File: src/hdl/vec_pkg.sv
/*
 * Vector sequencer package
 * Sizes, meaningful widths, the opcode encoding and small helpers shared by
 * the sequencer, the arithmetic lanes and the load/store unit
 */
package vec_pkg;

  //////////////////////////////////////////////////
  // Sizes
  //////////////////////////////////////////////////

  localparam int unsigned NrLanes = 2;
  // Lanes first, then the load/store unit at the last index
  localparam int unsigned NrPEs   = NrLanes + 1;
  localparam int unsigned LdstIdx = NrPEs - 1;
  localparam int unsigned NrVInsn = 8;
  localparam int unsigned NrVRegs = 32;

  //////////////////////////////////////////////////
  // Types
  //////////////////////////////////////////////////

  typedef logic [$clog2(NrVInsn)-1:0] vid_t;
  typedef logic [NrVInsn-1:0]         vid_mask_t;
  typedef logic [$clog2(NrVRegs)-1:0] vreg_t;
  typedef logic [7:0]                 vlen_t;
  typedef logic [31:0]                addr_t;

  typedef enum logic [1:0] {
    VADD = 2'd0,
    VMUL = 2'd1,
    VLE  = 2'd2,
    VSE  = 2'd3
  } vec_op_e;

  //////////////////////////////////////////////////
  // Helpers
  //////////////////////////////////////////////////

  function automatic logic is_mem(vec_op_e op);
    return (op == VLE) || (op == VSE);
  endfunction

  function automatic logic is_lane_op(vec_op_e op);
    return (op == VADD) || (op == VMUL);
  endfunction

  function automatic vid_mask_t vid_onehot(vid_t id);
    return vid_mask_t'(1) << id;
  endfunction

  // Cycles one lane spends on an instruction, never less than one
  function automatic vlen_t lane_cycles(vlen_t vl);
    logic [8:0] sum;
    sum = {1'b0, vl} + 9'(NrLanes - 1);
    if (vl == '0) begin
      return vlen_t'(1);
    end
    return vlen_t'(sum / NrLanes);
  endfunction

endpackage

File: src/hdl/vec_lane.sv
/*
 * Arithmetic lane
 * Takes lane ops from the broadcast, waits until its hazards retire, then
 * executes for its share of the vector length and pulses done
 */
module vec_lane import vec_pkg::*; (
  input  logic      clk_i,
  input  logic      rst_ni,
  input  logic      pe_req_valid_i,
  input  logic      all_ready_i,
  input  vid_t      pe_req_id_i,
  input  vec_op_e   pe_req_op_i,
  input  vlen_t     pe_req_vl_i,
  input  vid_mask_t pe_hazard_i,
  input  vid_mask_t vinsn_running_i,
  output logic      pe_ready_o,
  output vid_mask_t pe_done_o
);

  typedef enum logic [1:0] {
    IDLE,
    HAZARD,
    EXEC
  } lane_state_e;

  lane_state_e state_d, state_q;
  vlen_t       cnt_d, cnt_q;
  vid_t        id_q;
  vid_mask_t   hazard_q;
  logic        take;
  logic        clear;
  logic        last;

  assign take  = pe_req_valid_i && all_ready_i && is_lane_op(pe_req_op_i);
  assign clear = (hazard_q & vinsn_running_i) == '0;
  assign last  = (state_q == EXEC) && (cnt_q == vlen_t'(1));

  assign pe_ready_o = (state_q == IDLE);
  assign pe_done_o  = last ? vid_onehot(id_q) : '0;

  always_comb begin
    state_d = state_q;
    cnt_d   = cnt_q;
    unique case (state_q)
      IDLE: begin
        if (take) begin
          state_d = HAZARD;
          cnt_d   = lane_cycles(pe_req_vl_i);
        end
      end
      HAZARD: begin
        if (clear) begin
          state_d = EXEC;
        end
      end
      EXEC: begin
        if (last) begin
          state_d = IDLE;
        end else begin
          cnt_d = cnt_q - vlen_t'(1);
        end
      end
      default: state_d = IDLE;
    endcase
  end

  always_ff @(posedge clk_i or negedge rst_ni) begin
    if (!rst_ni) begin
      state_q <= IDLE;
      cnt_q   <= '0;
    end else begin
      state_q <= state_d;
      cnt_q   <= cnt_d;
    end
  end

  always_ff @(posedge clk_i) begin
    if (take && state_q == IDLE) begin
      id_q     <= pe_req_id_i;
      hazard_q <= pe_hazard_i;
    end
  end

  // A done pulse names one id that the sequencer still counts as running
  a_done_onehot: assert property (@(posedge clk_i) disable iff (!rst_ni)
    pe_done_o != '0 |-> $onehot(pe_done_o) && ((pe_done_o & vinsn_running_i) != '0));

endmodule

File: src/hdl/vec_ldst_unit.sv
/*
 * Load/store unit
 * Checks the base address for 4-byte alignment over two cycles and
 * acknowledges it to the sequencer, then waits out hazards and runs the
 * transfer for vl cycles, or none when the address was misaligned
 */
module vec_ldst_unit import vec_pkg::*; (
  input  logic      clk_i,
  input  logic      rst_ni,
  input  logic      pe_req_valid_i,
  input  logic      all_ready_i,
  input  vid_t      pe_req_id_i,
  input  vec_op_e   pe_req_op_i,
  input  vlen_t     pe_req_vl_i,
  input  addr_t     pe_req_addr_i,
  input  vid_mask_t pe_hazard_i,
  input  vid_mask_t vinsn_running_i,
  output logic      pe_ready_o,
  output vid_mask_t pe_done_o,
  output logic      addr_ack_o,
  output logic      addr_error_o
);

  typedef enum logic [1:0] {
    IDLE,
    TRANSLATE,
    HAZARD,
    XFER
  } ldst_state_e;

  ldst_state_e state_d, state_q;
  vlen_t       cnt_d, cnt_q;
  logic        tr_d, tr_q;
  vid_t        id_q;
  vid_mask_t   hazard_q;
  logic        err_q;
  logic        take;
  logic        clear;
  logic        done;

  assign take  = pe_req_valid_i && all_ready_i && is_mem(pe_req_op_i);
  assign clear = (hazard_q & vinsn_running_i) == '0;

  // Zero-length or failed transfers finish as soon as the hazards clear
  assign done = ((state_q == HAZARD) && clear && (cnt_q == '0)) ||
                ((state_q == XFER) && (cnt_q == vlen_t'(1)));

  assign pe_ready_o   = (state_q == IDLE);
  assign pe_done_o    = done ? vid_onehot(id_q) : '0;
  // Second translation cycle
  assign addr_ack_o   = (state_q == TRANSLATE) && tr_q;
  assign addr_error_o = addr_ack_o && err_q;

  always_comb begin
    state_d = state_q;
    cnt_d   = cnt_q;
    tr_d    = tr_q;
    unique case (state_q)
      IDLE: begin
        if (take) begin
          state_d = TRANSLATE;
          tr_d    = 1'b0;
          cnt_d   = (pe_req_addr_i[1:0] != 2'b00) ? '0 : pe_req_vl_i;
        end
      end
      TRANSLATE: begin
        tr_d = 1'b1;
        if (tr_q) begin
          state_d = HAZARD;
        end
      end
      HAZARD: begin
        if (clear) begin
          state_d = (cnt_q == '0) ? IDLE : XFER;
        end
      end
      XFER: begin
        if (done) begin
          state_d = IDLE;
        end else begin
          cnt_d = cnt_q - vlen_t'(1);
        end
      end
      default: state_d = IDLE;
    endcase
  end

  always_ff @(posedge clk_i or negedge rst_ni) begin
    if (!rst_ni) begin
      state_q <= IDLE;
      cnt_q   <= '0;
      tr_q    <= 1'b0;
    end else begin
      state_q <= state_d;
      cnt_q   <= cnt_d;
      tr_q    <= tr_d;
    end
  end

  always_ff @(posedge clk_i) begin
    if (take && state_q == IDLE) begin
      id_q     <= pe_req_id_i;
      hazard_q <= pe_hazard_i;
      err_q    <= (pe_req_addr_i[1:0] != 2'b00);
    end
  end

endmodule

File: src/hdl/vec_seq_top.sv
/*
 * Vector sequencer subsystem
 * Sequencer with its arithmetic lanes and the load/store unit
 */
module vec_seq_top import vec_pkg::*; (
  input  logic    clk_i,
  input  logic    rst_ni,
  input  logic    req_valid_i,
  input  vec_op_e req_op_i,
  input  vreg_t   req_vs1_i,
  input  logic    req_use_vs1_i,
  input  vreg_t   req_vs2_i,
  input  logic    req_use_vs2_i,
  input  vreg_t   req_vd_i,
  input  logic    req_use_vd_i,
  input  vlen_t   req_vl_i,
  input  addr_t   req_addr_i,
  output logic    req_ready_o,
  output logic    resp_valid_o,
  output logic    resp_error_o,
  output logic    idle_o,
  output logic    issue_valid_o,
  output vid_t    issue_id_o
);

  logic      [NrPEs-1:0] pe_ready;
  vid_mask_t [NrPEs-1:0] pe_done;
  logic                  all_ready;
  logic                  pe_req_valid;
  vid_t                  pe_req_id;
  vec_op_e               pe_req_op;
  vlen_t                 pe_req_vl;
  addr_t                 pe_req_addr;
  vid_mask_t             pe_hazard;
  vid_mask_t             vinsn_running;
  logic                  addr_ack;
  logic                  addr_error;

  // A broadcast is taken only when every PE can see it
  assign all_ready     = &pe_ready;
  assign issue_valid_o = pe_req_valid;
  assign issue_id_o    = pe_req_id;

  vec_sequencer vec_sequencer_inst (
    .clk_i, .rst_ni,
    .req_valid_i, .req_op_i, .req_vs1_i, .req_use_vs1_i, .req_vs2_i, .req_use_vs2_i,
    .req_vd_i, .req_use_vd_i, .req_vl_i, .req_addr_i,
    .req_ready_o, .resp_valid_o, .resp_error_o, .idle_o,
    .pe_ready_i      (pe_ready),
    .pe_done_i       (pe_done),
    .addr_ack_i      (addr_ack),
    .addr_error_i    (addr_error),
    .pe_req_valid_o  (pe_req_valid),
    .pe_req_id_o     (pe_req_id),
    .pe_req_op_o     (pe_req_op),
    .pe_req_vl_o     (pe_req_vl),
    .pe_req_addr_o   (pe_req_addr),
    .pe_hazard_o     (pe_hazard),
    .vinsn_running_o (vinsn_running)
  );

  for (genvar l = 0; l < NrLanes; l++) begin : gen_lane
    vec_lane vec_lane_inst (
      .clk_i, .rst_ni,
      .pe_req_valid_i  (pe_req_valid),
      .all_ready_i     (all_ready),
      .pe_req_id_i     (pe_req_id),
      .pe_req_op_i     (pe_req_op),
      .pe_req_vl_i     (pe_req_vl),
      .pe_hazard_i     (pe_hazard),
      .vinsn_running_i (vinsn_running),
      .pe_ready_o      (pe_ready[l]),
      .pe_done_o       (pe_done[l])
    );
  end

  vec_ldst_unit vec_ldst_unit_inst (
    .clk_i, .rst_ni,
    .pe_req_valid_i  (pe_req_valid),
    .all_ready_i     (all_ready),
    .pe_req_id_i     (pe_req_id),
    .pe_req_op_i     (pe_req_op),
    .pe_req_vl_i     (pe_req_vl),
    .pe_req_addr_i   (pe_req_addr),
    .pe_hazard_i     (pe_hazard),
    .vinsn_running_i (vinsn_running),
    .pe_ready_o      (pe_ready[LdstIdx]),
    .pe_done_o       (pe_done[LdstIdx]),
    .addr_ack_o      (addr_ack),
    .addr_error_o    (addr_error)
  );

endmodule

File: src/hdl/vec_sequencer.sv
/*
 * Vector instruction sequencer
 * Hands out instruction ids, tracks which running instruction reads and
 * writes each vector register, attaches hazard masks and broadcasts each
 * request to the processing elements. Memory ops are committed on the
 * address acknowledge from the load/store unit
 */
module vec_sequencer import vec_pkg::*; (
  input  logic                  clk_i,
  input  logic                  rst_ni,
  // Dispatcher request
  input  logic                  req_valid_i,
  input  vec_op_e               req_op_i,
  input  vreg_t                 req_vs1_i,
  input  logic                  req_use_vs1_i,
  input  vreg_t                 req_vs2_i,
  input  logic                  req_use_vs2_i,
  input  vreg_t                 req_vd_i,
  input  logic                  req_use_vd_i,
  input  vlen_t                 req_vl_i,
  input  addr_t                 req_addr_i,
  output logic                  req_ready_o,
  output logic                  resp_valid_o,
  output logic                  resp_error_o,
  output logic                  idle_o,
  // Processing elements
  input  logic      [NrPEs-1:0] pe_ready_i,
  input  vid_mask_t [NrPEs-1:0] pe_done_i,
  input  logic                  addr_ack_i,
  input  logic                  addr_error_i,
  output logic                  pe_req_valid_o,
  output vid_t                  pe_req_id_o,
  output vec_op_e               pe_req_op_o,
  output vlen_t                 pe_req_vl_o,
  output addr_t                 pe_req_addr_o,
  output vid_mask_t             pe_hazard_o,
  output vid_mask_t             vinsn_running_o
);

  typedef enum logic {
    IDLE,
    WAIT
  } seq_state_e;

  seq_state_e state_d, state_q;

  //////////////////////////////////////////////////
  // Running instructions
  //////////////////////////////////////////////////

  vid_mask_t [NrPEs-1:0] pe_running_d, pe_running_q, pe_kept;
  vid_mask_t             running, running_kept;
  vid_t                  free_id;
  logic                  full;

  always_comb begin
    running      = '0;
    running_kept = '0;
    for (int pe = 0; pe < NrPEs; pe++) begin
      pe_kept[pe]   = pe_running_q[pe] & ~pe_done_i[pe];
      running      |= pe_running_q[pe];
      running_kept |= pe_kept[pe];
    end
  end

  // Lowest free id; the descending scan leaves the lowest one last
  always_comb begin
    free_id = '0;
    full    = 1'b1;
    for (int i = NrVInsn - 1; i >= 0; i--) begin
      if (!running[i]) begin
        free_id = vid_t'(i);
        full    = 1'b0;
      end
    end
  end

  assign idle_o          = (running == '0);
  assign vinsn_running_o = running;

  //////////////////////////////////////////////////
  // Register access lists and issue
  //////////////////////////////////////////////////

  vid_t                 rd_vid_d [NrVRegs];
  vid_t                 rd_vid_q [NrVRegs];
  vid_t                 wr_vid_d [NrVRegs];
  vid_t                 wr_vid_q [NrVRegs];
  logic [NrVRegs-1:0]   rd_valid_d, rd_valid_q;
  logic [NrVRegs-1:0]   wr_valid_d, wr_valid_q;

  logic      pe_req_valid_d;
  vid_t      pe_req_id_d;
  vec_op_e   pe_req_op_d;
  vlen_t     pe_req_vl_d;
  addr_t     pe_req_addr_d;
  vid_mask_t pe_hazard_d;
  vid_mask_t hazard_new;

  logic all_ready;
  logic pending;
  logic accept;

  assign all_ready   = &pe_ready_i;
  // Broadcast that no PE has taken yet
  assign pending     = pe_req_valid_o && !all_ready;
  assign req_ready_o = (state_q == IDLE) && !pending && all_ready && !full;
  assign accept      = req_valid_i && req_ready_o;

  always_comb begin
    state_d      = state_q;
    pe_running_d = pe_kept;
    rd_vid_d     = rd_vid_q;
    wr_vid_d     = wr_vid_q;
    resp_valid_o = 1'b0;
    resp_error_o = 1'b0;

    // Forget accesses of retired instructions
    for (int v = 0; v < NrVRegs; v++) begin
      rd_valid_d[v] = rd_valid_q[v] && running_kept[rd_vid_q[v]];
      wr_valid_d[v] = wr_valid_q[v] && running_kept[wr_vid_q[v]];
    end

    // Hold the broadcast, dropping hazards that retired
    pe_req_valid_d = pending;
    pe_req_id_d    = pe_req_id_o;
    pe_req_op_d    = pe_req_op_o;
    pe_req_vl_d    = pe_req_vl_o;
    pe_req_addr_d  = pe_req_addr_o;
    pe_hazard_d    = pe_hazard_o & running_kept;

    // RAW on the sources, WAR and WAW on the destination
    hazard_new = '0;
    if (req_use_vs1_i && wr_valid_d[req_vs1_i]) begin
      hazard_new[wr_vid_q[req_vs1_i]] = 1'b1;
    end
    if (req_use_vs2_i && wr_valid_d[req_vs2_i]) begin
      hazard_new[wr_vid_q[req_vs2_i]] = 1'b1;
    end
    if (req_use_vd_i && rd_valid_d[req_vd_i]) begin
      hazard_new[rd_vid_q[req_vd_i]] = 1'b1;
    end
    if (req_use_vd_i && wr_valid_d[req_vd_i]) begin
      hazard_new[wr_vid_q[req_vd_i]] = 1'b1;
    end

    if (accept) begin
      pe_req_valid_d = 1'b1;
      pe_req_id_d    = free_id;
      pe_req_op_d    = req_op_i;
      pe_req_vl_d    = req_vl_i;
      pe_req_addr_d  = req_addr_i;
      pe_hazard_d    = hazard_new;

      // Lane ops run on every lane at once
      if (is_lane_op(req_op_i)) begin
        for (int l = 0; l < NrLanes; l++) begin
          pe_running_d[l][free_id] = 1'b1;
        end
      end else begin
        pe_running_d[LdstIdx][free_id] = 1'b1;
      end

      if (req_use_vd_i) begin
        wr_vid_d[req_vd_i]   = free_id;
        wr_valid_d[req_vd_i] = 1'b1;
      end
      if (req_use_vs1_i) begin
        rd_vid_d[req_vs1_i]   = free_id;
        rd_valid_d[req_vs1_i] = 1'b1;
      end
      if (req_use_vs2_i) begin
        rd_vid_d[req_vs2_i]   = free_id;
        rd_valid_d[req_vs2_i] = 1'b1;
      end

      if (is_mem(req_op_i)) begin
        state_d = WAIT;
      end
    end

    // Commit the memory op once its address is checked
    if (state_q == WAIT && addr_ack_i) begin
      resp_valid_o = 1'b1;
      resp_error_o = addr_error_i;
      state_d      = IDLE;
    end
  end

  always_ff @(posedge clk_i or negedge rst_ni) begin
    if (!rst_ni) begin
      state_q        <= IDLE;
      pe_running_q   <= '0;
      rd_valid_q     <= '0;
      wr_valid_q     <= '0;
      pe_req_valid_o <= 1'b0;
    end else begin
      state_q        <= state_d;
      pe_running_q   <= pe_running_d;
      rd_valid_q     <= rd_valid_d;
      wr_valid_q     <= wr_valid_d;
      pe_req_valid_o <= pe_req_valid_d;
    end
  end

  always_ff @(posedge clk_i) begin
    rd_vid_q      <= rd_vid_d;
    wr_vid_q      <= wr_vid_d;
    pe_req_id_o   <= pe_req_id_d;
    pe_req_op_o   <= pe_req_op_d;
    pe_req_vl_o   <= pe_req_vl_d;
    pe_req_addr_o <= pe_req_addr_d;
    pe_hazard_o   <= pe_hazard_d;
  end

  // An untaken broadcast stays up with the same id
  a_req_held: assert property (@(posedge clk_i) disable iff (!rst_ni)
    pending |=> pe_req_valid_o && $stable(pe_req_id_o));

  // The id handed out was free when the request was accepted
  a_fresh_id: assert property (@(posedge clk_i) disable iff (!rst_ni)
    accept |=> pe_req_valid_o && (($past(running) & vid_onehot(pe_req_id_o)) == '0));

endmodule

File: config.mk
export PLATFORM = sky130hd
export DESIGN_NAME = vec_seq_top
export DESIGN_NICKNAME = d
export VERILOG_FILES = /design/src/hdl/vec_pkg.sv /design/src/hdl/vec_lane.sv /design/src/hdl/vec_ldst_unit.sv /design/src/hdl/vec_seq_top.sv /design/src/hdl/vec_sequencer.sv
export SDC_FILE = /design/constraint.sdc
export NUM_CORES = 1
export LEC_CHECK = 0
export ABC_AREA = 1
export BUFFER_PORTS_ARGS = -buffer_cell sky130_fd_sc_hd__buf_4
export CELL_PAD_IN_SITES_DETAIL_PLACEMENT = 1
export CELL_PAD_IN_SITES_GLOBAL_PLACEMENT = 1
export CORE_ASPECT_RATIO = 1.1
export CORE_UTILIZATION = 45
export CTS_BUF_LIST = sky130_fd_sc_hd__clkbuf_16
export DETAILED_ROUTE_END_ITERATION = 10
export PLACE_DENSITY_LB_ADDON = 0.1
export SLEW_MARGIN = 30
export SYNTH_ARGS = -nofsm -noshare
export SYNTH_HDL_FRONTEND = slang
export SYNTH_SLANG_ARGS = --single-unit
export TNS_END_PERCENT = 1
File: constraint.sdc
create_clock -name clk_i -period 5.69 [get_ports clk_i]
set_input_delay 0.2845 -clock clk_i [delete_from_list [all_inputs] [get_ports clk_i]]
set_output_delay 0.2845 -clock clk_i [all_outputs]
set_load 0.1 [all_outputs]
Word level (Yosys, flattened, before mapping). Index checks and enable logic that the tools add are counted.

Add/subtract/negate cells: 4. Order comparisons: 86. Equal/unequal tests: 29. Shift operators: 3. Muxes and demuxes: 247. Bitwise operators: 27. Reductions and logical operators: 134.

Operator list (count): bitwise mux 96 bit (3); 2-to-1 mux 96 bit (3); less-than comparator 3 x 4 -> 1 bit, second input constant (69); binary-select mux 1 bit (select 3 bit) (64); 2-to-1 mux 32 bit (6); 2-to-1 mux 8 bit (19); logical AND 1 bit (98); bitwise OR 32 bit (3); 2-to-1 mux 1 bit (95); bitwise OR 8 bit (10); binary-select mux 3 bit (select 5 bit) (4); 2-to-1 mux 3 bit (19); AND 8 bit (7); logical NOT 8 bit (6); one-hot mux 8 bit (2 select lines) (3); demux 3 bit (select 5 bit) (3); == test 8 x 1 -> 1 bit, second input constant (3); 2-to-1 mux 24 bit (1); inverter 8 bit (3); << shifter 1 x 3 -> 8 bit, first input constant (3); subtractor 8 x 1 -> 8 bit, second input constant (3); binary-select mux 1 bit (select 5 bit) (4); 2-to-1 mux 2 bit (10); greater-or-equal comparator 6 bit, second input constant (3); other kinds (24) (88).

Register bits: 370. Word-level logic and storage cells: 620.

Depth between registers and ports, before layout.
Depth in word-level cells: 25. Gate-level depth with buffers: 27.

Hierarchy. Synthesis repeated with hierarchy kept, for this count alone.

Cells, all modules: 3360. Area total of the unflattened synthesis: 26345.3 um2.

Modules (own cells, without submodules): vec_sequencer (instances 1, cells an instance 2833, area an instance 22291.4 um2); vec_lane (instances 2, cells an instance 175, area an instance 1348.8 um2); vec_ldst_unit (instances 1, cells an instance 174, area an instance 1342.5 um2); vec_seq_top (instances 1, cells an instance 3, area an instance 13.8 um2).

Worst setup path before layout. OpenSTA, ideal clock, no wires.

Path type: flip-flop to flip-flop. Start point: register vec_ldst_unit_inst.state_q[0]. End point: register vec_sequencer_inst.pe_req_addr_o[0], enable pin. Arrival: 5.224 ns. Data required time: 5.173 ns. Slack: -0.051 ns. Cell stages (with the launch flop): 10. Path buffers: 1. Clock period less this slack: 5.741 ns. Path through: dfrtp_1 inv_1 ha_1 nand3_1 inv_1 nand3_1 inv_1 nand2_1 clkinv_1 clkbuf_1.

Cells in the longest elaborated chain, start to end: 9.

Ends and longest elaborated chain: start, declared (line vec_ldst_unit.sv:31) `ldst_state_e state_d, state_q;`; start signal, assigned (line vec_ldst_unit.sv:94) `state_q <= state_d;`; logical NOT 2 bit (*) (line vec_ldst_unit.sv:48) `assign pe_ready_o = (state_q == IDLE);`; AND reduction 3 bit (*) (line vec_sequencer.sv:104) `assign all_ready = &pe_ready_i;`; logical NOT 1 bit (line vec_sequencer.sv:106) `assign pending = pe_req_valid_o && !all_ready;`; logical AND 1 bit (line vec_sequencer.sv:106); logical NOT 1 bit (line vec_sequencer.sv:107) `assign req_ready_o = (state_q == IDLE) && !pending && all_ready && !full;`; logical AND 1 bit (line vec_sequencer.sv:107); logical AND 1 bit (*) (2 in series) (line vec_sequencer.sv:107); named net req_ready_o (line vec_seq_top.sv:18) `output logic req_ready_o,`; logical AND 1 bit (*) (line vec_sequencer.sv:108) `assign accept = req_valid_i && req_ready_o;`; named net vec_sequencer_inst.accept (line vec_sequencer.sv:102) `logic accept;`; end signal, assigned (line vec_sequencer.sv:212) `pe_req_addr_o <= pe_req_addr_d;`; end, declared (line vec_sequencer.sv:35) `output addr_t pe_req_addr_o,`.

The timed path passes the listed nets; every way through them passes the cells marked *. A chain may end at the register's enable or synchronous reset.

Worst setup path in the final report.
Start point: register vec_sequencer_inst.pe_running_q[0] in the netlist's numbering. End point: register vec_sequencer_inst.pe_hazard_o[2].

Cells in the longest elaborated chain, start to end: 25.

Ends and longest elaborated chain: start, declared (line vec_sequencer.sv:51) `vid_mask_t [NrPEs-1:0] pe_running_d, pe_running_q, pe_kept;`; start signal, assigned (line vec_sequencer.sv:199) `pe_running_q <= pe_running_d;`; bitwise OR 8 bit (2 in series) (line vec_sequencer.sv:61) `running |= pe_running_q[pe];`; AND 8 bit (line vec_ldst_unit.sv:42) `assign clear = (hazard_q & vinsn_running_i) == '0;`; logical NOT 8 bit (line vec_ldst_unit.sv:42); logical AND 1 bit (2 in series) (line vec_ldst_unit.sv:45) `assign done = ((state_q == HAZARD) && clear && (cnt_q == '0)) ||`; logical OR 1 bit (line vec_ldst_unit.sv:45); 2-to-1 mux 8 bit (line vec_ldst_unit.sv:49) `assign pe_done_o = done ? vid_onehot(id_q) : '0;`; inverter 8 bit (line vec_sequencer.sv:60) `pe_kept[pe] = pe_running_q[pe] & ~pe_done_i[pe];`; AND 8 bit (line vec_sequencer.sv:60); (+8 left out); bitwise OR 8 bit (no line); 2-to-1 mux 8 bit (line vec_sequencer.sv:137) `if (req_use_vs2_i && wr_valid_d[req_vs2_i]) begin`; bitwise OR 8 bit (no line); 2-to-1 mux 8 bit (line vec_sequencer.sv:140) `if (req_use_vd_i && rd_valid_d[req_vd_i]) begin`; bitwise OR 8 bit (no line); 2-to-1 mux 8 bit (line vec_sequencer.sv:143) `if (req_use_vd_i && wr_valid_d[req_vd_i]) begin`; 2-to-1 mux 8 bit (*) (line vec_sequencer.sv:147) `if (accept) begin`; named net vec_sequencer_inst.pe_hazard_d[2] (line vec_sequencer.sv:97) `vid_mask_t pe_hazard_d;`; end signal, assigned (line vec_sequencer.sv:213) `pe_hazard_o <= pe_hazard_d;`; end, declared (line vec_sequencer.sv:36) `output vid_mask_t pe_hazard_o,`.

The timed path passes the listed nets; every way through them passes the cells marked *. The select of a mux whose other input is x is not followed.

==> run metrics <==
final hold vios 0; fmax 0.214 GHz; Seq cells post-synth 369; Rows 89; core area 0.0540 mm2; slowest CP cell nand2_4; Arrival @ worst endpoint between 5000 and 6000 ps; total track usage 40.2%; largest family of logic cells by synthesized area simple AND/OR/NAND/NOR gates; EDFF count, synth 240; worst skew pair latency 610 ps; Worst Path Max Fanout 34; clock skew roughly 22 ps; CP endpoint kind register; grt ovf 0; DRT Pass-1 Iters 6; clk buf depth 3; area leader, netlist edfxtp_1; CP Launch Type register; CP startpoint vec_sequencer_inst.pe_running_q[0]$_DFF_PN0_; antenna-violating nets left 0; top post-synthesis cells by count 905 x nand2_1, 664 x nand3_1, 331 x inv_1, 240 x edfxtp_1, 231 x o21ai_0; most common cell in the synthesized netlist nand2_1; Max Slew Vio Count 0; status finished, final reports clean; ys async rst share 32.8%; post-DR wirelength/cell 27.1 um; height of the die 248 um; share of the yosys chip area belonging to registers between 40% and 50%; VDD IR-drop max approximately 0.23 mV; Slew headroom 26.1%; Antenna diodes 0; fin cells roughly 4,200; FF-to-FF Start vec_sequencer_inst.pe_running_q[0]$_DFF_PN0_; Top FF cell, synth edfxtp_1; measured slew at the worst slew-check pin 1100 ps; largest net degree at the start of global routing 102; Initial Util 45.9%; top-area cell type share of the netlist area 29.1%; CP max stage delay 530 ps; layout cells sized above 1 7.66%; Simple-Gate Fraction of Synth Area 34.6%; Ys Warns 0; WL final 113,000 um; Detail Placement HPWL between 70,000 and 80,000 um; gpl congestion 0.997; Die X-Extent 226 um; Post-Syn Area per Cell about 7.2 um2; fin nets roughly 3,500; top cells by area, synth edfxtp_1 29%, nand2_1 14%, nand3_1 13%, dfrtp_1 12%, inv_1 5.0%; cts bufs inserted 44; RSZ-0062 raised after global routing no; setup violators final 0; critical setup path kind register to register; Post-Synth XOR/XNOR Area 0.283%; mux cell area share after synthesis 0%; post-synth net total 3,500; htree depth 2; CTS root buf clkbuf_16; Leak around 12 nW; crit-path most repeated cell nand2_1; Worst-path clk slew ~70 ps; area growth from synthesis to layout 9.91%; CTS tree done; Max Cap Violations 0; clock sinks ~370; via count of the first global-routing pass about 28,000; PD cells 221 mW/mm2; Setup TNS 0 ps; Residual DRC 0; Post-Syn Instances 3,423; CP required 6180 ps; detailed-route via count 27,000; Iter 0 DRT Violations 2,865; IO buf count 39; Yosys cell types 43; post-synthesis adder-cell area fraction 0.707%; Tcrit/Tclk final approximately 80%; initial antenna violation count 1; Vias/cell approximately 6.5; post-synthesis compound-gate area fraction 13.6%; Die ar. approximately 0.056 mm2; hold path startpoint req_valid_i; fin crit period 4670 ps; mapped cell area 0.0248 mm2; placed cells 4,091; I/O pin count 71; first-pass GRT wire length 168,000 um; Hold Path Class input port to register
-- cell type report --
cell class                 count  area, um2
clock buffer                  44       1100
clock inverter                38        297
fill                        6822      26800
inverter                     350       1320
multi-input combinational   2535      12200
sequential                   369      10400
tap                          728        911
timing repair buffer         122        995
-- layer usage --
layer | GRT usage, % | up-vias | wire length [um]
met5 | 0 | - | 0
met2 | 66.6 | 1507 | 53300
met4 | 24.5 | 0 | 7060
li1 | - | 11800 | -
met1 | 48.5 | 13300 | 43100
met3 | 7.34 | 456 | 9870
-- final timing paths --
check / cells past startpoint / to / slack (ps)
max in group asynchronous: 3 / vec_sequencer_inst.wr_valid_q[4]$_DFF_PN0_ / 3920
hold / removal: 4 / vec_sequencer_inst.pe_req_valid_o$_DFF_PN0_ / 170
min in group asynchronous: 2 / vec_ldst_unit_inst.cnt_q[7]$_DFFE_PN0P_ / 280
hold reg to reg: 2 / gen_lane[0].vec_lane_inst.cnt_q[5]$_DFFE_PN0P_ / 500
setup reg to reg: 27 / vec_sequencer_inst.pe_hazard_o[2]$_DFF_P_ / 1020
setup / recovery: 27 / vec_sequencer_inst.pe_hazard_o[2]$_DFF_P_ / 1020
-- sequential cells by signal, indices dropped and copies added, names as in the netlist, 6 cells and up --
| signal | count |
|---|---|
| vec_sequencer_inst.rd_vid_q | 96 |
| vec_sequencer_inst.wr_vid_q | 96 |
| vec_sequencer_inst.rd_valid_q | 32 |
| vec_sequencer_inst.wr_valid_q | 32 |
| vec_sequencer_inst.pe_running_q | 24 |
| gen_lane.vec_lane_inst.cnt_q | 16 |
| gen_lane.vec_lane_inst.hazard_q | 16 |
| vec_ldst_unit_inst.cnt_q | 8 |
| vec_ldst_unit_inst.hazard_q | 8 |
| vec_sequencer_inst.pe_hazard_o | 8 |
| vec_sequencer_inst.pe_req_vl_o | 8 |
| gen_lane.vec_lane_inst.id_q | 6 |
-- cells in the final DEF, fill, tap and decap left out, types with 4 or more instances in the layout --
cell / count
a31oi_1: 4
nor2_2: 16
nor4_1: 11
a221oi_1: 5
inv_1: 336
nand2_2: 21
nand3_1: 664
clkinv_2: 11
nor2_1: 193
nand3b_1: 12
nand4_1: 36
nand2_1: 902
buf_4: 106
o211ai_1: 6
xor2_1: 8
clkinv_1: 12
a22o_1: 7
edfxtp_1: 240
a21oi_1: 90
dlygate4sd3_1: 12
dfrtp_1: 121
clkinvlp_4: 5
dfxtp_1: 8
nor3_1: 38
o21ai_1: 11
clkbuf_16: 44
nand2_4: 17
o21ai_0: 231
o22ai_1: 192
ha_1: 14
o221ai_1: 14
a22oi_1: 17
inv_2: 15
nand3_2: 14
-- metrics by stage --
step	util, %	total power, mW	instance area [um2]	setup slack (ps)	hold slack [ps]
2_1_floorplan	-	3.05	24800	1600	-11.1
3_3_place_gp	47.5	3.23	25700	1170	376
3_5_place_dp	47.5	3.24	25700	1130	388
4_1_cts	50.4	6.02	27200	1100	144
5_1_grt	50.4	6.12	27200	785	175
6_report	50.4	6.02	27200	1020	170
-- worst max-delay path, delay by kind of cell (launching register included) --
kind,cells,cell delay (ps)
flip-flops,1,370
AND/OR/NAND/NOR,26,3770
buffers and inverters,1,380
-- cells by family after synthesis --
group,count (synthesis)
flops,369
buf+inv,519
compound gates,586
xor+xnor,8
simple gates,1927
fa+ha+maj,14
-- where the power goes --
part / internal, mW / switching [mW] / total [mW]
combinational: 0.0894 / 0.284 / 0.373
sequential: 2.84 / 0 / 2.84
clock: 1.56 / 1.25 / 2.81
-- repair_timing --
action,CTS,global route
gates resized for setup,0,0
endpoints found under the setup margin,0,0
hold endpoints to repair,77,0
setup buffers,0,0
hold buffers,12,0
(Power assumes the default switching activity.)
